==> src/rv_pkg.sv <==
`default_nettype none

package rv_pkg;

    parameter int xlen_default = 64;

    typedef logic [31:0] inst_t;
    typedef logic [4:0]  reg_idx_t;

    // major opcodes of the supported subset
    localparam logic [6:0] opc_lui    = 7'b0110111;
    localparam logic [6:0] opc_auipc  = 7'b0010111;
    localparam logic [6:0] opc_jal    = 7'b1101111;
    localparam logic [6:0] opc_jalr   = 7'b1100111;
    localparam logic [6:0] opc_branch = 7'b1100011;
    localparam logic [6:0] opc_op_imm = 7'b0010011;
    localparam logic [6:0] opc_op     = 7'b0110011;

    // encoded as {funct7[5], funct3} so the decoder can cast directly
    typedef enum logic [3:0] {
        alu_add  = 4'b0000,
        alu_sll  = 4'b0001,
        alu_slt  = 4'b0010,
        alu_sltu = 4'b0011,
        alu_xor  = 4'b0100,
        alu_srl  = 4'b0101,
        alu_or   = 4'b0110,
        alu_and  = 4'b0111,
        alu_sub  = 4'b1000,
        alu_sra  = 4'b1101
    } alu_op_e;

    // same values as the branch funct3 field
    typedef enum logic [2:0] {
        br_eq  = 3'b000,
        br_ne  = 3'b001,
        br_lt  = 3'b100,
        br_ge  = 3'b101,
        br_ltu = 3'b110,
        br_geu = 3'b111
    } br_cond_e;

endpackage

`default_nettype wire

==> src/fetch_unit.sv <==
`default_nettype none
`timescale 1ns/10ps

module fetch_unit import rv_pkg::*; #(
    parameter int              XLEN     = 64,
    parameter logic [XLEN-1:0] RESET_PC = 'h8000_0000
) (
    input  logic            inst_selfdefine,
    input  logic            reset,
    input  logic            if_ready,
    input  inst_t           if_data_read,
    input  logic [XLEN-1:0] next_pc,
    output logic            if_valid,
    output logic [XLEN-1:0] if_addr,
    output logic [XLEN-1:0] pc,
    output inst_t           inst,
    output logic            inst_valid
);

    typedef enum logic {
        st_request,
        st_execute
    } fetch_state_e;

    fetch_state_e state;

    always_ff @(posedge inst_selfdefine) begin
        if (reset) begin
            state <= st_request;
            pc    <= RESET_PC;
        end else if (state == st_request) begin
            if (if_ready) begin
                state <= st_execute;
            end
        end else begin
            // instruction executes this cycle, move on
            state <= st_request;
            pc    <= next_pc;
        end
    end

    // capture on the accepting edge only
    always_ff @(posedge inst_selfdefine) begin
        if (state == st_request && if_ready) begin
            inst <= if_data_read;
        end
    end

    assign if_valid   = (state == st_request);
    assign if_addr    = pc;
    assign inst_valid = (state == st_execute);

endmodule

`default_nettype wire

==> config.mk <==
export PLATFORM = sky130hd
export DESIGN_NAME = fetch_unit
export DESIGN_NICKNAME = d
export VERILOG_FILES = /design/src/rv_pkg.sv /design/src/fetch_unit.sv
export SDC_FILE = /design/constraint.sdc
export NUM_CORES = 1
export LEC_CHECK = 0
export CORE_AREA = 2 2 103 105
export CTS_BUF_LIST = sky130_fd_sc_hd__clkbuf_8
export DETAILED_ROUTE_END_ITERATION = 6
export DIE_AREA = 0 0 105 107
export DONT_BUFFER_PORTS = 1
export HOLD_SLACK_MARGIN = 0.15
export SLEW_MARGIN = 20
export SYNTH_ARGS = -nofsm -noshare
export SYNTH_HDL_FRONTEND = slang
export SYNTH_SLANG_ARGS = --single-unit
==> constraint.sdc <==
create_clock -name inst_selfdefine -period 2.7 [get_ports inst_selfdefine]
set_clock_uncertainty 0.15 [all_clocks]
set_input_delay 0.405 -clock inst_selfdefine [delete_from_list [all_inputs] [get_ports inst_selfdefine]]
set_output_delay 0.405 -clock inst_selfdefine [all_outputs]
set_load 0.02 [all_outputs]
==> summary.md <==
| Metric | Value |
|---|---|
| Critical path required time | `2.14 ns` |
| Top cell type's share of synthesized area | `34.4%` |
| Leakage | `1.70 nW` |
| Tmin final | `1.78 ns` |
| Routability cong. | `0.662` |
| Yosys top cell by area | `dfxtp_1` |
| CP bufs+invs | `1` |
| Die Span Y | `107 um` |
| Worst setup margin | `0.923 ns` |
| Sequential area share after synthesis | `59.7%` |
| Setup WS pre-CTS | `1.12 ns` |
| Critical path startpoint category | `flop` |
| First-pass GRT wire length | `11800 um` |
| Die Wd | `105 um` |
| Cells along the critical path | `inv_2` |
| Critical R2R Capture | `if_addr[33]` |
| Final antenna-violating net count | `0` |
| Final Routed Wirelength | `8070 um` |
| Largest fanout on the critical path | `31` |
| Power per cell area | `647 mW/mm^2` |
| Slew @ Worst Pin | `0.549 ns` |
| Crit path capture | `if_valid` |
| Worst-Skew Late Latency | `0.34 ns` |
| Area grow syn2layout | `20.3%` |
| Sink Count | `97` |
| Total track usage | `13.5%` |
| Crit path max-delay family | `flip-flops` |
| Critical path class | `reg2out` |
| R2r worst-path depth | `3` |
| Part of the cycle the worst path needs | `65.8%` |
| Hold Fails Final Rpt | `0` |
| DRC Markers | `0` |
| Root Buffer Master | `clkbuf_8` |
| Synth Warn # | `0` |
| RSZ-0062 raised after global routing | `no` |
| Clock slew at reported path FFs | `0.09 ns` |
| Slew Viols, Final | `0` |
| Net count after synthesis | `405` |
| Cell Area, Synth | `0.00379 mm^2` |
| Fraction of layout cells with a size suffix above 1 | `6.09%` |
| Critical path startpoint | `inst_valid` |
| Number of DRC markers in iteration 0 | `101` |
| Slowest CP cell | `dfxtp_4` |
| Status | `finished, final reports clean` |
| CTS tree | `done` |
| NumNets Final | `439` |
| Reg-to-Reg Start | `inst_valid` |
| Max VDD drop | `321 uV` |
| Hpwl dp | `4950 um` |
| # IOs | `261` |
| Core ar. | `0.0101 mm^2` |
| DR WL/cell | `16.8 um` |
| Vias in the first global route | `2196` |
| Initial core utilization | `37.5%` |
| Max Buffers Root-to-Sink | `2` |
| Syn avg cell area | `12.4 um^2` |
| Port buffer count | `0` |
| Initial antenna violation count | `0` |
| Critical path depth | `1` |
| DIE AREA | `0.0112 mm^2` |
| Critical Path Max Stage Delay | `0.70 ns` |
| FF+latch count, synth | `97` |
| Antenna Cells | `0` |
| Headroom to the max-slew limit | `63.4%` |
| # Max-Cap Violations | `0` |
| Post-route setup TNS | `0 ns` |
| First-pass iteration count of the detailed router | `4` |
| Reg-to-reg setup timing slack | `1.10 ns` |
| Vias per std cell | `4.60` |
| CTS H-tree depth | `3` |
| Final setup fails | `0` |
| Cell variety after synth | `13` |
| Endpoint class of the critical path | `primary output` |
| Post_cts resized | `0` |
| Fmax | `563 MHz` |
| GR Overflow Total | `0` |
| Num CTS Buffers | `9` |
| Arrival time worst endpoint | `1.22 ns` |
| Cells taking the most area after synthesis | `dfxtp_1, edfxtp_1, mux2i_1, buf_4, nor2_1` |
| Via count | `2213` |
| Syn Inst Count | `306` |
| Row Count | `37` |
| Largest net degree at the start of global routing | `66` |
| Worst hold path type | `in2reg` |
==> stage by stage <==
stage	util [%]	hold slack, ns	instance area [um^2]	total power, mW	cells
after global routing	45.1	0.236	4550	3.06	481
after CTS	45.1	0.231	4550	2.99	481
after floorplan	-	0.354	3790	2.01	306
after detailed placement	33.5	0.327	3380	1.96	368
final	45.1	0.238	4550	2.95	481
after global placement	33.5	0.326	3380	1.95	368
==> how the worst min path moves through the flow <==
stage	from	end	slack, ns	depth (start not counted)
floorplan	if_data_read[0]	inst[0]	0.35	0
global placement	reset	inst_valid	0.33	1
detailed placement	reset	inst_valid	0.33	1
CTS	reset	if_addr[3]	0.23	2
global route	reset	if_addr[1]	0.24	2
finish	reset	if_addr[2]	0.24	2
==> where the power goes <==
part	switching [mW]	leakage (nW)	internal, mW	total, mW
clock	0.472	0.0997	0.421	0.893
combinational	0.0927	0.757	0.156	0.248
sequential	0.219	0.839	1.59	1.81
==> registers in the layout, indices dropped and copies added, names as in the netlist <==
| register | count |
|---|---|
| if_addr | 64 |
| inst_valid | 1 |
| inst | 32 |
==> cell type report <==
type	count	area, um^2
sequential	97	2270
inverter	1	3.75
multi-input combinational	130	897
clock inverter	7	62.6
tap	136	170
fill	935	5540
timing repair buffer	101	1030
clock buffer	9	124
==> cells in the final DEF, fill, tap and decap left out, types with 2 or more instances in the layout <==
cell type	instances
dfxtp_1	64
mux2i_1	63
buf_4	3
clkbuf_8	9
nor2_1	63
inv_1	2
edfxtp_1	32
nor2b_1	2
dlygate4sd3_1	96
==> kinds of logic after synthesis <==
| kind of cell | share of synthesized area [%] |
|---|---|
| muxes | 16.7 |
| and+or+nand+nor | 6.74 |
| AOI/OAI and AO/OA | 0.231 |
| DFF | 59.7 |
| buffers and inverters | 16.7 |
==> synthesized netlist by cell type <==
library cell and n:
buf_2 1, a211o_1 1, clkbuf_1 5, buf_12 5
edfxtp_1 32, mux2i_1 63, dfxtp_1 65, nor2b_1 3
nor2_1 63, buf_6 1, inv_2 1, buf_4 65
buf_1 1
==> routing by layer <==
| metal | vias to the layer above | track usage (%) | part of all wire [%] |
|---|---|---|---|
| met5 | - | 0 | 0 |
| met4 | 0 | 5.43 | 1.3 |
| met3 | 7 | 5.47 | 8.8 |
| met2 | 163 | 24.4 | 51 |
| met1 | 1023 | 14.0 | 39 |
| li1 | 1020 | - | - |
==> timing repair <==
item,CTS,global route
hold buffers,97,0
setup buffers,0,0
hold endpoints to repair,97,0
setup endpoints to repair,0,0
No activity file was read; power rests on OpenSTA's default activity.
