## config.mk

```make
export PLATFORM = sky130hd
export DESIGN_NAME = inst_decoder
export DESIGN_NICKNAME = d
export VERILOG_FILES = /design/src/rv_pkg.sv /design/src/inst_decoder.sv
export SDC_FILE = /design/constraint.sdc
export NUM_CORES = 1
export LEC_CHECK = 0
export ABC_AREA = 1
export BUFFER_PORTS_ARGS = -buffer_cell sky130_fd_sc_hd__buf_2
export CAP_MARGIN = 30
export CORE_MARGIN = 3
export CORE_UTILIZATION = 32
export DETAILED_ROUTE_END_ITERATION = 12
export GPL_TIMING_DRIVEN = 1
export PLACE_DENSITY = 0.81
export RECOVER_POWER = 25
export SKIP_LAST_GASP = 1
export SLEW_MARGIN = 20
export SYNTH_ARGS = -nofsm -noshare
export SYNTH_HDL_FRONTEND = slang
export SYNTH_SLANG_ARGS = --single-unit
```

## constraint.sdc

```tcl
create_clock -name vclk -period 1.15
set_input_delay 0.23 -clock vclk [all_inputs]
set_output_delay 0.23 -clock vclk [all_outputs]
set_load 0.02 [all_outputs]
```

## src/rv_pkg.sv

```systemverilog
`default_nettype none

package rv_pkg;

    parameter int xlen_default = 64;

    typedef logic [31:0] inst_t;
    typedef logic [4:0]  reg_idx_t;

    // major opcodes of the supported subset
    localparam logic [6:0] opc_lui    = 7'b0110111;
    localparam logic [6:0] opc_auipc  = 7'b0010111;
    localparam logic [6:0] opc_jal    = 7'b1101111;
    localparam logic [6:0] opc_jalr   = 7'b1100111;
    localparam logic [6:0] opc_branch = 7'b1100011;
    localparam logic [6:0] opc_op_imm = 7'b0010011;
    localparam logic [6:0] opc_op     = 7'b0110011;

    // encoded as {funct7[5], funct3} so the decoder can cast directly
    typedef enum logic [3:0] {
        alu_add  = 4'b0000,
        alu_sll  = 4'b0001,
        alu_slt  = 4'b0010,
        alu_sltu = 4'b0011,
        alu_xor  = 4'b0100,
        alu_srl  = 4'b0101,
        alu_or   = 4'b0110,
        alu_and  = 4'b0111,
        alu_sub  = 4'b1000,
        alu_sra  = 4'b1101
    } alu_op_e;

    // same values as the branch funct3 field
    typedef enum logic [2:0] {
        br_eq  = 3'b000,
        br_ne  = 3'b001,
        br_lt  = 3'b100,
        br_ge  = 3'b101,
        br_ltu = 3'b110,
        br_geu = 3'b111
    } br_cond_e;

endpackage

`default_nettype wire

```

## src/inst_decoder.sv

```systemverilog
`default_nettype none
`timescale 1ns/10ps

module inst_decoder import rv_pkg::*; #(
    parameter int XLEN = 64
) (
    input  inst_t           inst,
    output reg_idx_t        rs1_idx,
    output reg_idx_t        rs2_idx,
    output reg_idx_t        rd_idx,
    output logic            rd_wen,
    output logic [XLEN-1:0] imm,
    output alu_op_e         alu_op,
    output logic            src_a_pc,
    output logic            src_b_imm,
    output logic            is_branch,
    output br_cond_e        br_cond,
    output logic            is_jal,
    output logic            is_jalr,
    output logic            is_lui
);

    logic [6:0]  opcode;
    logic [2:0]  funct3;
    logic [6:0]  funct7;
    logic [31:0] imm_i;
    logic [31:0] imm_u;
    logic [31:0] imm_b;
    logic [31:0] imm_j;
    logic [31:0] imm_sel;
    logic        imm_ok;
    logic        imm_alt;
    logic        reg_ok;

    assign opcode  = inst[6:0];
    assign funct3  = inst[14:12];
    assign funct7  = inst[31:25];
    assign rd_idx  = inst[11:7];
    assign rs1_idx = inst[19:15];
    assign rs2_idx = inst[24:20];

    assign imm_i = {{20{inst[31]}}, inst[31:20]};
    assign imm_u = {inst[31:12], 12'b0};
    assign imm_b = {{20{inst[31]}}, inst[7], inst[30:25], inst[11:8], 1'b0};
    assign imm_j = {{12{inst[31]}}, inst[19:12], inst[20], inst[30:21], 1'b0};

    assign imm = {{(XLEN-32){imm_sel[31]}}, imm_sel};

    // rv64 shift immediates carry funct6 in [31:26]
    always_comb begin
        case (funct3)
            3'b001:  imm_ok = (inst[31:26] == 6'b000000);
            3'b101:  imm_ok = (inst[31:26] == 6'b000000) || (inst[31:26] == 6'b010000);
            default: imm_ok = 1'b1;
        endcase
    end

    // only srai uses the alternate bit among the immediates
    assign imm_alt = (funct3 == 3'b101) && inst[30];

    assign reg_ok = (funct7 == 7'b0000000) ||
                    ((funct7 == 7'b0100000) && (funct3 == 3'b000 || funct3 == 3'b101));

    always_comb begin
        rd_wen    = 1'b0;
        imm_sel   = imm_i;
        alu_op    = alu_add;
        src_a_pc  = 1'b0;
        src_b_imm = 1'b0;
        is_branch = 1'b0;
        br_cond   = br_eq;
        is_jal    = 1'b0;
        is_jalr   = 1'b0;
        is_lui    = 1'b0;
        case (opcode)
            opc_lui: begin
                rd_wen  = 1'b1;
                imm_sel = imm_u;
                is_lui  = 1'b1;
            end
            opc_auipc: begin
                rd_wen    = 1'b1;
                imm_sel   = imm_u;
                src_a_pc  = 1'b1;
                src_b_imm = 1'b1;
            end
            opc_jal: begin
                rd_wen  = 1'b1;
                imm_sel = imm_j;
                is_jal  = 1'b1;
            end
            opc_jalr: begin
                // target comes from the alu as rs1 + imm
                if (funct3 == 3'b000) begin
                    rd_wen    = 1'b1;
                    src_b_imm = 1'b1;
                    is_jalr   = 1'b1;
                end
            end
            opc_branch: begin
                imm_sel = imm_b;
                if (funct3[2:1] != 2'b01) begin
                    is_branch = 1'b1;
                    br_cond   = br_cond_e'(funct3);
                end
            end
            opc_op_imm: begin
                if (imm_ok) begin
                    rd_wen    = 1'b1;
                    src_b_imm = 1'b1;
                    alu_op    = alu_op_e'({imm_alt, funct3});
                end
            end
            opc_op: begin
                if (reg_ok) begin
                    rd_wen = 1'b1;
                    alu_op = alu_op_e'({funct7[5], funct3});
                end
            end
            default: begin
            end
        endcase
        // x0 is never written
        if (rd_idx == 5'd0) begin
            rd_wen = 1'b0;
        end
    end

endmodule

`default_nettype wire

```

==> out/qor.txt <==
Kind of critical path: primary input to output port
Antenna violations before repair: 0
Nets: 326
Final Max Tran Viols: 0
Synth Net Count: 217
Core Rows: 20
Starting Density: 34.3%
Buffers added on ports: 125
Final Instance Area: 0.00253 mm^2
Setup ws final: -0.400 ns
Most numerous cell in the Yosys netlist: buf_4
Vias post-DR: 1,525
F_max: 0.645 GHz
Psw: 0.000538 W
Synth Area in Simple Gates: 43.1%
IO Pins: 125
Yosys warnings: 0
Ant. Diodes: 0
Hold path endpoint: rs2_idx[2]
Final wirelength: 4980 um
Largest fanout on the critical path: 3
Hold path start: inst[22]
Rel. slew slack: 82.8%
CTS Hold Bufs: 0
Crit start category: primary input
Power Density: 357 mW/mm^2
Clock Power Share: 0%
Die height: 63.9 um
Total gr overflow: 0
Yosys top cell area share: 33.6%
Mux cell area share after synthesis: 0%
Power share of the combinational group: 100.0%
Synth cell types: 25
Power Internal: 0.000368 W
Largest family of logic cells by synthesized area: buffers and inverters
Seq pwr share: 0%
Core Footprint: 0.00313 mm^2
Die width: 63.9 um
Synth area leaders: buf_4 (34%), nand2_1 (12%), inv_1 (8.4%)
First-pass GRT wire length: 6640 um
GRT Util Overall: 19.7%
# fillers: 192
WL/cell: 14.8 um
Share of cells above drive strength 1: 80.1%
Crit end category: output port
Biggest area consumer among synthesized cells: buf_4
Synthesized cell area: 0.00107 mm^2
Sequential area share after synthesis: 0%
Status: finished, violations left
Die area: 0.00409 mm^2
GPL Wtd Cong: 0.751
Final hold violation count: 0
Sw frac: 59.4%
Adder-cell share of the synthesized area: 0%
Syn Inst Count: 185
Worst slew pin tran: 0.259 ns
Area growth from synthesis to layout: 136%
Fin crit share: 135%
Vias in the first global route: 1,414
Peak VDD IR: 0.000246 V
Worst Path Arrival: 1.32 ns
Largest net degree at the start of global routing: 34
Mean area per synthesized cell: 5.80 um^2
Register area: 0 um^2
Clock Buffer Count: 0
Iter 0 DRT Violations: 45
# setup viols final: 45
Synth Area in XOR/XNOR: 0%
DRC Markers: 0
Crit path time final: 1.55 ns
Failing checks: negative setup slack
RSZ-0062 raised after global routing: yes
Seq cells: 0
Post-synth top cells: buf_4 (48), nand2_1 (34), inv_1 (24)
Worst path required time: 0.92 ns
Vias per std cell: 4.54
Antenna Nets Post-Route: 0
Compound-Gate Fraction of Synth Area: 12.9%
DR pass1 iterations: 4
Placed inst area: 0.00181 mm^2
Max-capacitance violation count: 0
Hold Path Depth: 2
Dpl cells: 325
HP Class: primary input to output port
Post-route insts no fill: 336
Dpl hpwl: 3180 um
Leakage: 1.23 nW
power groups by stage:
stage | registers [W] | logic, W | clock network [W]
6_report | 0 | 0.000905 | 0
5_1_grt | 0 | 0.000953 | 0
4_1_cts | 0 | 0.000810 | 0
3_5_place_dp | 0 | 0.000699 | 0
3_3_place_gp | 0 | 0.000690 | 0
2_1_floorplan | 0 | 0.000527 | 0
area by class of cell:
class	instances	area (um^2)	area share [%]
timing repair buffer	157	1240	49.1
inverter	27	165	6.52
tap	44	55.1	2.17
multi-input combinational	108	1070	42.2
layer usage:
metal  GRT usage [%]  vias up  share of wire [%]  wire (um)
li1                -      747                  -          -
met1            19.3      697                 30       1480
met2            42.2       65                 61       3040
met3            1.93       16                5.3        266
met4            5.12        0                3.9        196
met5               0        -                  0          0
logic make-up after synthesis:
group                  count (synthesis)
and+or+nand+nor                       85
buffers and inverters                 77
AOI/OAI and AO/OA                     23
layout by cell type, fill, tap and decap left out, drive strengths merged:
master | synthesis | routed
nand3 | 7 | 7
nand3b | 1 | 1
o21ai | 18 | 18
a211oi | 1 | 1
nor3 | 5 | 5
a21oi | 2 | 2
clkbuf | 0 | 12
nor2 | 30 | 30
buf | 50 | 145
nand2 | 40 | 40
clkinv | 0 | 2
inv | 27 | 20
nand4 | 2 | 2
o221ai | 1 | 1
o211ai | 1 | 1
clkinvlp | 0 | 5
worst max path at each step:
stage / from / endpoint / slack [ns] / cells past startpoint
detailed placement: inst[4] / alu_op[1] / -0.42 / 10
floorplan: inst[4] / imm[1] / -0.14 / 8
global placement: inst[27] / alu_op[1] / -0.40 / 10
CTS: inst[4] / src_b_imm / -0.37 / 9
global route: inst[27] / alu_op[2] / -0.46 / 10
finish: inst[27] / src_b_imm / -0.40 / 9
through the flow:
step                hold slack, ns  power [W]  util (%)  setup slack [ns]  TNS [ns]
floorplan                    0.517   0.000527         -            -0.137     -2.64
global placement             0.693   0.000690      57.8            -0.403    -14.08
detailed placement           0.692   0.000699      57.8            -0.423    -15.11
CTS                          0.692   0.000810      71.8            -0.373    -12.92
global route                 0.726   0.000953      81.0            -0.464    -15.35
finish                       0.720   0.000905      81.0            -0.400    -13.18
critical path, cell delays in order:
cell      delay [ns]
buf_2           0.13
nor2_4          0.13
buf_4           0.13
nand3_1         0.11
nand2_2         0.14
nand3_4         0.11
buf_6           0.14
o221ai_4        0.05
buf_6           0.15
repair_timing:
item | in CTS | in global routing
setup buffers | 7 | 6
pin swaps | 16 | 20
endpoints found under the hold margin | 0 | 0
gates resized for setup | 104 | 78
cloned | 1 | 0
setup endpoints to repair | 45 | 45
Note: power is estimated with default switching activity, not from simulation.
