===== config.mk =====
export PLATFORM = sky130hd
export DESIGN_NAME = commit_stage
export DESIGN_NICKNAME = d
export VERILOG_FILES = /design/src/rv_pkg.sv /design/src/commit_stage.sv
export SDC_FILE = /design/constraint.sdc
export NUM_CORES = 1
export LEC_CHECK = 0
export BUFFER_PORTS_ARGS = -buffer_cell sky130_fd_sc_hd__buf_2
export CAP_MARGIN = 0
export CORE_AREA = 2 2 182 184
export CTS_BUF_LIST = sky130_fd_sc_hd__clkbuf_2 sky130_fd_sc_hd__clkbuf_4 sky130_fd_sc_hd__clkbuf_8
export CTS_CLUSTER_DIAMETER = 150
export DETAILED_ROUTE_END_ITERATION = 8
export DIE_AREA = 0 0 184 186
export SLEW_MARGIN = 20
export SYNTH_ARGS = -nofsm -noshare
export SYNTH_HDL_FRONTEND = slang
export SYNTH_SLANG_ARGS = --single-unit
export TNS_END_PERCENT = 30

===== constraint.sdc =====
create_clock -name inst_selfdefine -period 2.7 [get_ports inst_selfdefine]
set_input_delay 0.405 -clock inst_selfdefine [delete_from_list [all_inputs] [get_ports inst_selfdefine]]
set_output_delay 0.405 -clock inst_selfdefine [all_outputs]
set_load 0.1 [all_outputs]

===== src/rv_pkg.sv =====
`default_nettype none

package rv_pkg;

    parameter int xlen_default = 64;

    typedef logic [31:0] inst_t;
    typedef logic [4:0]  reg_idx_t;

    // major opcodes of the supported subset
    localparam logic [6:0] opc_lui    = 7'b0110111;
    localparam logic [6:0] opc_auipc  = 7'b0010111;
    localparam logic [6:0] opc_jal    = 7'b1101111;
    localparam logic [6:0] opc_jalr   = 7'b1100111;
    localparam logic [6:0] opc_branch = 7'b1100011;
    localparam logic [6:0] opc_op_imm = 7'b0010011;
    localparam logic [6:0] opc_op     = 7'b0110011;

    // encoded as {funct7[5], funct3} so the decoder can cast directly
    typedef enum logic [3:0] {
        alu_add  = 4'b0000,
        alu_sll  = 4'b0001,
        alu_slt  = 4'b0010,
        alu_sltu = 4'b0011,
        alu_xor  = 4'b0100,
        alu_srl  = 4'b0101,
        alu_or   = 4'b0110,
        alu_and  = 4'b0111,
        alu_sub  = 4'b1000,
        alu_sra  = 4'b1101
    } alu_op_e;

    // same values as the branch funct3 field
    typedef enum logic [2:0] {
        br_eq  = 3'b000,
        br_ne  = 3'b001,
        br_lt  = 3'b100,
        br_ge  = 3'b101,
        br_ltu = 3'b110,
        br_geu = 3'b111
    } br_cond_e;

endpackage

`default_nettype wire


===== src/commit_stage.sv =====
`default_nettype none
`timescale 1ns/10ps

module commit_stage import rv_pkg::*; #(
    parameter int XLEN = 64
) (
    input  logic            inst_selfdefine,
    input  logic            reset,
    input  logic            inst_valid,
    input  logic [XLEN-1:0] pc,
    input  inst_t           inst,
    input  reg_idx_t        rd_idx,
    input  logic            rd_wen,
    input  logic [XLEN-1:0] alu_res,
    input  logic [XLEN-1:0] imm,
    input  logic            is_jal,
    input  logic            is_jalr,
    input  logic            is_lui,
    output logic [XLEN-1:0] wr_data,
    output logic            wen,
    output logic            commit_valid,
    output logic [XLEN-1:0] commit_pc,
    output inst_t           commit_inst,
    output logic            commit_wen,
    output reg_idx_t        commit_rd,
    output logic [XLEN-1:0] commit_data
);

    // link value for jumps
    assign wr_data = (is_jal || is_jalr) ? pc + XLEN'(4) :
                     is_lui              ? imm :
                                           alu_res;
    assign wen     = rd_wen && inst_valid;

    always_ff @(posedge inst_selfdefine) begin
        if (reset) begin
            commit_valid <= 1'b0;
            commit_wen   <= 1'b0;
        end else begin
            commit_valid <= inst_valid;
            commit_wen   <= wen;
        end
    end

    always_ff @(posedge inst_selfdefine) begin
        if (inst_valid) begin
            commit_pc   <= pc;
            commit_inst <= inst;
            commit_rd   <= rd_idx;
            commit_data <= wr_data;
        end
    end

endmodule

`default_nettype wire


==> reports/qor.tcl <==
set qor(holdWs_ns) 0.0883
set qor(pwr_density_cell_nw_per_um2) 612
set qor(ys_types) 47
set qor(timing.max_slew.rel_slack_pct) 55.8
set qor(design.final.nets) 1466
set qor(cts_max_path_buffers) 2
set qor(timing.setup.tns_ns) -0.629
set qor(postSynthRegisterBits) 167
set qor(synth_seq_area_share_pct) 63.1
set qor(ctsHtreeMaxLevel) 4
set qor(violated_checks) {setup timing}
set qor(cts.sink_count) 167
set qor(areaGrowthSynthToFinish_pct) 76.6
set qor(core-area_um2) 32200
set qor(drt-wirelength-per-cell_um) 20.9
set qor(vias_per_cell) 4.72
set qor(drtAntennaViolNets) 0
set qor(grt_antenna_before_repair) 3
set qor(status) {finished with violations}
set qor(area_of_the_die_um2) 34200
set qor(hold_path_startpoint) {inst[31]}
set qor(syn_area_per_cell_um2) 12.6
set qor(holdCritPathClass) {primary input to register}
set qor(cell_type_with_the_highest_aggregate_area_in_the_netlist) {sky130_fd_sc_hd__edfxtp_1}
set qor(synth_top_area_share_pct) 62.6
set qor(startpoint_class_of_the_critical_path) {primary input}
set qor(syn_inst) 626
set qor(finalSetupViolCount) 16
set qor(finalCriticalPeriod_ns) 2.80
set qor(floorplan.initialDensity_pct) 24.6
set qor(ys_async_sr_fraction_pct) 0
set qor(arrival_ns) 2.40
set qor(grt_remaining_overflow) 0
set qor(wire_length_of_the_first_global_routing_pass_mm) 48.3
set qor(first_global_vias) 7842
set qor(layout.cells.most_common_list) {sky130_fd_sc_hd__buf_2 (383), sky130_fd_sc_hd__edfxtp_1 (165), sky130_fd_sc_hd__buf_4 (132)}
set qor(horizontal_die_dimension_um) 184
set qor(fin_crit_sh_pct) 104
set qor(clkSlewWorstSetupHoldPaths_ns) 0.10
set qor(boundaryPins) 468
set qor(number_of_buffers_inserted_during_clock_tree_synthesis) 17
set qor(drt_drc_violations_left) 0
set qor(final-hold-violation-count) 0
set qor(die_h_um) 186
set qor(cts_root_buffer) {sky130_fd_sc_hd__clkbuf_8}
set qor(first_pass_iters) 4
set qor(timing.final.max_slew_violations) 0
set qor(clock.fmax_mhz) 357
set qor(grt_start_max_net_pins) 79
set qor(most_common_library_cell_in_the_layout_ignoring_fill_and_taps) {sky130_fd_sc_hd__buf_2}
set qor(fin_cells) 1652
set qor(gr-usage-all-layers_pct) 19.6
set qor(synth.area.top_cells) {sky130_fd_sc_hd__edfxtp_1 (63%), sky130_fd_sc_hd__mux2i_1 (4.0%), sky130_fd_sc_hd__a211oi_1 (3.4%)}
set qor(gp_congestion) 0.796
set qor(number_of_flops_mapped_to_enable_cells_by_yosys) 165
set qor(rsz0062_at_grt) {true}
set qor(syn-num-nets) 863
set qor(final.setup.worst_slack_ns) -0.102
set qor(tritoncts) {yes}
set qor(overall_via_count_from_detail_route) 7801
set qor(cp.required_ns) 2.30
set qor(core.rowCount) 66
set qor(yosys_most_used_dff) {sky130_fd_sc_hd__edfxtp_1}
set qor(cts-hold-fix-buffers) 0
set qor(timing.setup.critical_path_class) {primary input to primary output}
set qor(max_cap_violations) 0
set qor(min_path_cells) 1
set qor(tightestPinTransition_ns) 0.659
set qor(synth.yosys.warnings) 0
set qor(drt-total-wl_mm) 34.5
set qor(detailedPlacementHpwl_mm) 27.0
set qor(hold-path-endpoint) {commit_inst[31]$_DFFE_PP_}
set qor(initialDrtViolationCount) 302
set qor(worst-path-max-fanout) 7
set qor(critPathCaptureType) {primary output}
set qor(power.ir.vdd_worst_mv) 0.286
set qor(final_layout_size_suffix_gt1_share_pct) 60.5
set qor(netlist_area_um2) 7910
set qor(io_buffers) 467
set qor(leakagePower_uw) 0.00582
set qor(dpl.cell_count) 1605
[cells by family (layout without fill, tap and decap cells)]
logic type                 Yosys count  count (layout)  share of synthesized area, %
xor gates and xnor gates            31              31                          3.43
other                                0               2                             0
DFF                                167             167                          63.1
muxes                               32              32                          4.05
AOI/OAI and AO/OA                  121             121                          9.79
adders and majority gates            1               1                         0.158
buffers and inverters               37             653                          2.04
and+or+nand+nor                    237             237                          17.4
[report_power, final]
part	internal, uW	switching [uW]
logic	850	2890
clock network	647	1010
registers	3100	50.6
total	4600	3950
[final cells by class]
class | count | area [um^2]
fillers | 3014 | 18200
flip-flops and latches | 167 | 4990
repair buffers | 617 | 4670
multi-input cells | 422 | 3450
well taps | 408 | 510
clock buffers | 19 | 249
clock inverters | 13 | 82.6
inverters | 4 | 15.0
diodes | 2 | 5.00
[Yosys cell counts (2+ instances only)]
master / count
sky130_fd_sc_hd__a211oi_1: 36
sky130_fd_sc_hd__nand4_1: 30
sky130_fd_sc_hd__xor2_1: 14
sky130_fd_sc_hd__inv_1: 4
sky130_fd_sc_hd__nor3_1: 12
sky130_fd_sc_hd__and3_2: 2
sky130_fd_sc_hd__and2_1: 7
sky130_fd_sc_hd__o31ai_1: 6
sky130_fd_sc_hd__or2_2: 2
sky130_fd_sc_hd__nor2b_1: 36
sky130_fd_sc_hd__and3_1: 6
sky130_fd_sc_hd__clkbuf_1: 24
sky130_fd_sc_hd__o21ai_0: 18
sky130_fd_sc_hd__nand2_1: 31
sky130_fd_sc_hd__and4_1: 5
sky130_fd_sc_hd__mux2i_1: 32
sky130_fd_sc_hd__nand3_1: 37
sky130_fd_sc_hd__buf_1: 2
sky130_fd_sc_hd__edfxtp_1: 165
sky130_fd_sc_hd__dfxtp_1: 2
sky130_fd_sc_hd__dlygate4sd1_1: 2
sky130_fd_sc_hd__buf_2: 3
sky130_fd_sc_hd__nor2_1: 23
sky130_fd_sc_hd__nand4_2: 2
sky130_fd_sc_hd__a21oi_1: 27
sky130_fd_sc_hd__or4_1: 14
sky130_fd_sc_hd__or4b_1: 2
sky130_fd_sc_hd__a31oi_1: 22
sky130_fd_sc_hd__o211ai_1: 8
sky130_fd_sc_hd__xnor2_1: 17
sky130_fd_sc_hd__or3_1: 11
sky130_fd_sc_hd__nor4_1: 9
[worst max-delay path: stages]
cell and delay, ns:
sky130_fd_sc_hd__buf_8 0.08, sky130_fd_sc_hd__ha_4 0.16, sky130_fd_sc_hd__nand2_4 0.06, sky130_fd_sc_hd__nor4_4 0.30
sky130_fd_sc_hd__nand4_1 0.15, sky130_fd_sc_hd__buf_6 0.17, sky130_fd_sc_hd__buf_12 0.14, sky130_fd_sc_hd__or4_4 0.41
sky130_fd_sc_hd__o211ai_1 0.19, sky130_fd_sc_hd__buf_4 0.16, sky130_fd_sc_hd__buf_12 0.17
[layer usage]
layer / wire length [um] / vias up / part of all wire, % / track usage [%]
li1: - / 3702 / - / -
met1: 13100 / 3725 / 38 / 21.9
met2: 18000 / 332 / 52 / 35.5
met3: 2590 / 40 / 7.5 / 5.30
met4: 798 / 2 / 2.3 / 7.23
met5: 12 / - / 0.035 / 0
[stage by stage]
stage / utilization, % / power, uW / setup slack (ns) / instance area (um^2)
global placement: 40.3 / 6880 / -0.249 / 13000
detailed placement: 40.3 / 6900 / -0.261 / 13000
finish: 43.4 / 8550 / -0.102 / 14000
CTS: 42.3 / 8610 / -0.128 / 13600
global route: 43.4 / 8830 / -0.192 / 14000
floorplan: - / 5780 / -0.825 / 8240
[sequential cells by signal, indices dropped and copies added, names as in the netlist]
name and count:
commit_data 64, commit_inst 32, commit_pc 64, commit_rd 5, commit_valid 1, commit_wen 1
[what timing repair did]
| action | in CTS | in global routing |
|---|---|---|
| gates resized for setup | 51 | 57 |
| pin swaps | 26 | 25 |
| setup endpoints to repair | 29 | 31 |
| cloned | 1 | 0 |
| buffers inserted | 6 | 7 |
| endpoints found under the hold margin | 0 | 0 |
[how the worst max path moves through the flow]
stage	start	end	slack (ns)	cells past startpoint
floorplan	pc[8]	commit_data[60]$_DFFE_PP_	-0.83	5
CTS	pc[3]	wr_data[60]	-0.13	11
global route	pc[3]	wr_data[60]	-0.19	11
detailed placement	pc[2]	wr_data[48]	-0.26	9
finish	pc[3]	wr_data[60]	-0.10	11
global placement	pc[2]	wr_data[61]	-0.25	9
No activity file was read; power rests on OpenSTA's default activity.
