File: src/rv_pkg.sv
`default_nettype none

package rv_pkg;

    parameter int xlen_default = 64;

    typedef logic [31:0] inst_t;
    typedef logic [4:0]  reg_idx_t;

    // major opcodes of the supported subset
    localparam logic [6:0] opc_lui    = 7'b0110111;
    localparam logic [6:0] opc_auipc  = 7'b0010111;
    localparam logic [6:0] opc_jal    = 7'b1101111;
    localparam logic [6:0] opc_jalr   = 7'b1100111;
    localparam logic [6:0] opc_branch = 7'b1100011;
    localparam logic [6:0] opc_op_imm = 7'b0010011;
    localparam logic [6:0] opc_op     = 7'b0110011;

    // encoded as {funct7[5], funct3} so the decoder can cast directly
    typedef enum logic [3:0] {
        alu_add  = 4'b0000,
        alu_sll  = 4'b0001,
        alu_slt  = 4'b0010,
        alu_sltu = 4'b0011,
        alu_xor  = 4'b0100,
        alu_srl  = 4'b0101,
        alu_or   = 4'b0110,
        alu_and  = 4'b0111,
        alu_sub  = 4'b1000,
        alu_sra  = 4'b1101
    } alu_op_e;

    // same values as the branch funct3 field
    typedef enum logic [2:0] {
        br_eq  = 3'b000,
        br_ne  = 3'b001,
        br_lt  = 3'b100,
        br_ge  = 3'b101,
        br_ltu = 3'b110,
        br_geu = 3'b111
    } br_cond_e;

endpackage

`default_nettype wire

File: src/exec_unit.sv
`default_nettype none
`timescale 1ns/10ps

module exec_unit import rv_pkg::*; #(
    parameter int XLEN = 64
) (
    input  logic [XLEN-1:0] pc,
    input  logic [XLEN-1:0] rs1_data,
    input  logic [XLEN-1:0] rs2_data,
    input  logic [XLEN-1:0] imm,
    input  alu_op_e         alu_op,
    input  logic            src_a_pc,
    input  logic            src_b_imm,
    input  logic            is_branch,
    input  br_cond_e        br_cond,
    input  logic            is_jal,
    input  logic            is_jalr,
    output logic [XLEN-1:0] alu_res,
    output logic [XLEN-1:0] next_pc
);

    logic [XLEN-1:0] op_a;
    logic [XLEN-1:0] op_b;
    logic [5:0]      shamt;
    logic            br_taken;

    assign op_a  = src_a_pc ? pc : rs1_data;
    assign op_b  = src_b_imm ? imm : rs2_data;
    assign shamt = op_b[5:0];

    always_comb begin
        case (alu_op)
            alu_add:  alu_res = op_a + op_b;
            alu_sub:  alu_res = op_a - op_b;
            alu_sll:  alu_res = op_a << shamt;
            alu_slt:  alu_res = {{(XLEN-1){1'b0}}, $signed(op_a) < $signed(op_b)};
            alu_sltu: alu_res = {{(XLEN-1){1'b0}}, op_a < op_b};
            alu_xor:  alu_res = op_a ^ op_b;
            alu_srl:  alu_res = op_a >> shamt;
            alu_sra:  alu_res = $signed(op_a) >>> shamt;
            alu_or:   alu_res = op_a | op_b;
            alu_and:  alu_res = op_a & op_b;
            default:  alu_res = op_a + op_b;
        endcase
    end

    always_comb begin
        case (br_cond)
            br_eq:   br_taken = (rs1_data == rs2_data);
            br_ne:   br_taken = (rs1_data != rs2_data);
            br_lt:   br_taken = ($signed(rs1_data) < $signed(rs2_data));
            br_ge:   br_taken = ($signed(rs1_data) >= $signed(rs2_data));
            br_ltu:  br_taken = (rs1_data < rs2_data);
            br_geu:  br_taken = (rs1_data >= rs2_data);
            default: br_taken = 1'b0;
        endcase
    end

    // jalr target is the alu sum with bit 0 dropped
    always_comb begin
        if (is_jalr) begin
            next_pc = {alu_res[XLEN-1:1], 1'b0};
        end else if (is_jal || (is_branch && br_taken)) begin
            next_pc = pc + imm;
        end else begin
            next_pc = pc + XLEN'(4);
        end
    end

endmodule

`default_nettype wire

File: config.mk
export PLATFORM = sky130hd
export DESIGN_NAME = exec_unit
export DESIGN_NICKNAME = d
export VERILOG_FILES = /design/src/rv_pkg.sv /design/src/exec_unit.sv
export SDC_FILE = /design/constraint.sdc
export NUM_CORES = 2
export LEC_CHECK = 0
export BUFFER_PORTS_ARGS = -buffer_cell sky130_fd_sc_hd__buf_2
export CORE_MARGIN = 2
export CORE_UTILIZATION = 35
export DETAILED_ROUTE_END_ITERATION = 6
export GPL_ROUTABILITY_DRIVEN = 0
export MAX_ROUTING_LAYER = met4
export PLACE_DENSITY = 0.54
export SETUP_SLACK_MARGIN = 0.5
export SLEW_MARGIN = 10
export SYNTH_ARGS = -nofsm -noshare
export SYNTH_HDL_FRONTEND = slang
export SYNTH_SLANG_ARGS = --single-unit
File: constraint.sdc
create_clock -name vclk -period 20.3
set_input_delay 5.075 -clock vclk [all_inputs]
set_output_delay 5.075 -clock vclk [all_outputs]
set_load 0.1 [all_outputs]
==> metrics.txt <==
# TYPE chip_impl_metric gauge
chip_impl_info{name="outcome",value="finished, final reports clean"} 1
chip_impl_metric{name="grt_overflow_total",unit=""} 0
chip_impl_metric{name="via_count_of_the_first_global_routing_pass",unit=""} 32251
chip_impl_info{name="yosys.cell_count.top_type",value="sky130_fd_sc_hd__nand2_1"} 1
chip_impl_metric{name="final_core_utilization",unit=""} 0.384
chip_impl_metric{name="detail_route.vias_per_cell",unit=""} 6.38
chip_impl_info{name="critical_path_class",value="in -> out"} 1
chip_impl_info{name="cp-end-kind",value="output port"} 1
chip_impl_metric{name="timing.critical_path.required",unit="ns"} 15.23
chip_impl_metric{name="synthDominantCellAreaShare",unit=""} 0.142
chip_impl_metric{name="die_area",unit="mm2"} 0.0829
chip_impl_metric{name="clkbuf_count",unit=""} 0
chip_impl_metric{name="route.vias.total",unit=""} 35787
chip_impl_info{name="crit_path_start_kind",value="primary input"} 1
chip_impl_metric{name="drcViolationCount",unit=""} 0
chip_impl_metric{name="detailedRoute.firstIterationViolations",unit=""} 4900
chip_impl_metric{name="number_of_post_cts_setup_repair_buffers",unit=""} 0
chip_impl_metric{name="nFlopsAndLatches",unit=""} 0
chip_impl_metric{name="floorplan.rows",unit=""} 104
chip_impl_metric{name="final_net_count",unit=""} 5130
chip_impl_metric{name="dp_worst_setup_slack",unit="ns"} 3.51
chip_impl_metric{name="syn-cell-area",unit="mm2"} 0.0282
chip_impl_metric{name="tightestPinTransition",unit="ns"} 1.22
chip_impl_info{name="worst_min_delay_path_category",value="in -> out"} 1
chip_impl_info{name="holdPathEnd",value="next_pc[1]"} 1
chip_impl_info{name="timing.hold.worst.start",value="pc[1]"} 1
chip_impl_metric{name="globalRouteTotalUtil",unit=""} 0.339
chip_impl_metric{name="finalMaxSlewViolations",unit=""} 0
chip_impl_metric{name="die_y",unit="um"} 288
chip_impl_metric{name="holdBufCountCts",unit=""} 0
chip_impl_metric{name="grt_pass1_wl",unit="um"} 211000
chip_impl_metric{name="drive_gt1_frac",unit=""} 0.131
chip_impl_metric{name="place.port_buffers",unit=""} 396
chip_impl_info{name="post-synth-top-area-cell",value="sky130_fd_sc_hd__ha_1"} 1
chip_impl_metric{name="seq_area_frac_synth",unit=""} 0
chip_impl_metric{name="timing.final.setup_violations",unit=""} 0
chip_impl_metric{name="wl_per_cell",unit="um"} 25.9
chip_impl_metric{name="floorplan.initialDensity",unit=""} 0.352
chip_impl_metric{name="timing.hold.worst_path_depth",unit=""} 5
chip_impl_metric{name="drv_cap",unit=""} 0
chip_impl_metric{name="ctsResizeCount",unit=""} 0
chip_impl_metric{name="grt_max_degree",unit=""} 129
chip_impl_metric{name="worst-path-max-fanout",unit=""} 37
chip_impl_metric{name="multi_input_area",unit="mm2"} 0.0259
chip_impl_info{name="synth_top_cells_by_count",value="sky130_fd_sc_hd__nand2_1, sky130_fd_sc_hd__nor2_1, sky130_fd_sc_hd__a21oi_1, sky130_fd_sc_hd__mux2i_1, sky130_fd_sc_hd__o21ai_0"} 1
chip_impl_metric{name="grt_antenna_before_repair",unit=""} 10
chip_impl_metric{name="timing.slew.headroom",unit=""} 0.179
chip_impl_metric{name="synth_warnings",unit=""} 0
chip_impl_metric{name="synth.avg_cell_area",unit="um2"} 6.43
chip_impl_metric{name="pin_count",unit=""} 396
chip_impl_metric{name="postPlaceCellArea",unit="mm2"} 0.0308
chip_impl_metric{name="final.fill_count",unit=""} 8902
chip_impl_metric{name="layout.area.seq",unit="um2"} 0
chip_impl_metric{name="drtAntennaViolNets",unit=""} 0
chip_impl_metric{name="crit_arrival",unit="ns"} 11.93
chip_impl_info{name="rsz0062_at_grt",value="false"} 1
chip_impl_metric{name="route.final.wire_length",unit="um"} 145000
chip_impl_metric{name="synthesis.nets",unit=""} 4981
chip_impl_metric{name="max_fclk",unit="MHz"} 58.8
chip_impl_metric{name="dpl.hpwl",unit="um"} 118000
chip_impl_metric{name="synthCells",unit=""} 4389
chip_impl_metric{name="final_min_period_over_clock_period",unit=""} 0.838
chip_impl_metric{name="finalWorstSetupSlack",unit="ns"} 3.29
chip_impl_metric{name="core_area",unit="mm2"} 0.0802
chip_impl_metric{name="stdcell_area",unit="mm2"} 0.0308
chip_impl_info{name="post_synth_main_area_contributors",value="sky130_fd_sc_hd__ha_1, sky130_fd_sc_hd__mux2i_1, sky130_fd_sc_hd__a21oi_1, sky130_fd_sc_hd__nand2_1, sky130_fd_sc_hd__o21ai_0"} 1
chip_impl_metric{name="drtPass1Iterations",unit=""} 7
chip_impl_metric{name="synth.lib_cells_used.distinct",unit=""} 90
chip_impl_metric{name="total_count_of_hold_check_failures_in_the_final_report",unit=""} 0
chip_impl_metric{name="period_needed",unit="ns"} 17.01
chip_impl_metric{name="setup_total_negative_slack",unit="ns"} 0
chip_impl_metric{name="area_delta_synth_final",unit="%"} 9.21
chip_impl_metric{name="die_w",unit="um"} 288
[critical path, cell delays in order]
cell and delay (ns):
sky130_fd_sc_hd__buf_4 0.39, sky130_fd_sc_hd__mux2i_4 0.30, sky130_fd_sc_hd__buf_4 0.47, sky130_fd_sc_hd__inv_4 0.36, sky130_fd_sc_hd__ha_1 0.36, sky130_fd_sc_hd__fa_1 0.47, sky130_fd_sc_hd__o21bai_1 0.15, sky130_fd_sc_hd__a21oi_1 0.13
sky130_fd_sc_hd__o31ai_1 0.61, sky130_fd_sc_hd__a211oi_1 0.35, sky130_fd_sc_hd__nor3_1 0.53, sky130_fd_sc_hd__o31a_1 0.30, sky130_fd_sc_hd__a311o_2 0.29, sky130_fd_sc_hd__a31oi_1 0.29, sky130_fd_sc_hd__a2111oi_0 0.83, sky130_fd_sc_hd__nand3_1 0.16
sky130_fd_sc_hd__nand3_1 0.18, sky130_fd_sc_hd__a2bb2oi_1 0.17, sky130_fd_sc_hd__buf_2 0.45
[placed cells by master, fill, tap and decap left out, types with 32 or more instances in the layout]
cell,n
sky130_fd_sc_hd__o21a_1,88
sky130_fd_sc_hd__a211oi_1,72
sky130_fd_sc_hd__nand4_1,54
sky130_fd_sc_hd__inv_1,306
sky130_fd_sc_hd__nand3_1,106
sky130_fd_sc_hd__and3_1,34
sky130_fd_sc_hd__a21o_1,71
sky130_fd_sc_hd__buf_2,393
sky130_fd_sc_hd__mux2i_1,383
sky130_fd_sc_hd__nand2_1,478
sky130_fd_sc_hd__buf_4,57
sky130_fd_sc_hd__nor2_1,434
sky130_fd_sc_hd__xnor2_1,62
sky130_fd_sc_hd__ha_1,321
sky130_fd_sc_hd__mux2_2,86
sky130_fd_sc_hd__a22oi_1,64
sky130_fd_sc_hd__a21oi_1,414
sky130_fd_sc_hd__o31ai_1,35
sky130_fd_sc_hd__o21bai_1,46
sky130_fd_sc_hd__xor2_1,60
sky130_fd_sc_hd__o21ai_0,341
sky130_fd_sc_hd__nor3_1,78
sky130_fd_sc_hd__o22ai_1,32
sky130_fd_sc_hd__a31oi_1,38
sky130_fd_sc_hd__o211ai_1,68
[how the worst max path moves through the flow]
| stage | startpoint | end |
|---|---|---|
| 6_report | src_b_imm | next_pc[62] |
| 5_1_grt | src_b_imm | next_pc[62] |
| 4_1_cts | src_b_imm | next_pc[62] |
| 3_5_place_dp | src_b_imm | next_pc[62] |
| 3_3_place_gp | src_a_pc | next_pc[61] |
| 2_1_floorplan | src_b_imm | next_pc[61] |
[per-stage QoR]
step                      instances  hold slack (ns)
after global placement         5596            10.83
after global routing           5606            10.87
final                          5606            10.83
after detailed placement       5596            10.83
after CTS                      5596            10.83
after floorplan                4389            10.63
[area by class of cell]
class	count	area share
timing repair buffer	451	0.0784
inverter	312	0.0382
antenna	10	0.000812
multi-input combinational	3773	0.840
tap	1060	0.0431
[kinds of logic after synthesis]
logic type | count (synthesis) | synth area share
AO/OA/AOI/OAI | 1511 | 0.346
buffers and inverters | 616 | 0.0868
XOR/XNOR | 122 | 0.0379
AND/OR/NAND/NOR | 1340 | 0.210
adder cells (fa/ha/maj) | 324 | 0.145
multiplexers | 476 | 0.174
[per-layer routing]
metal  vias up  global-route usage  share of wire
met5         -                   -              0
met4         0               0.150          0.057
met3       411              0.0597           0.11
met2      2375               0.500           0.42
met1     16665               0.449           0.41
li1      16336                   -              -
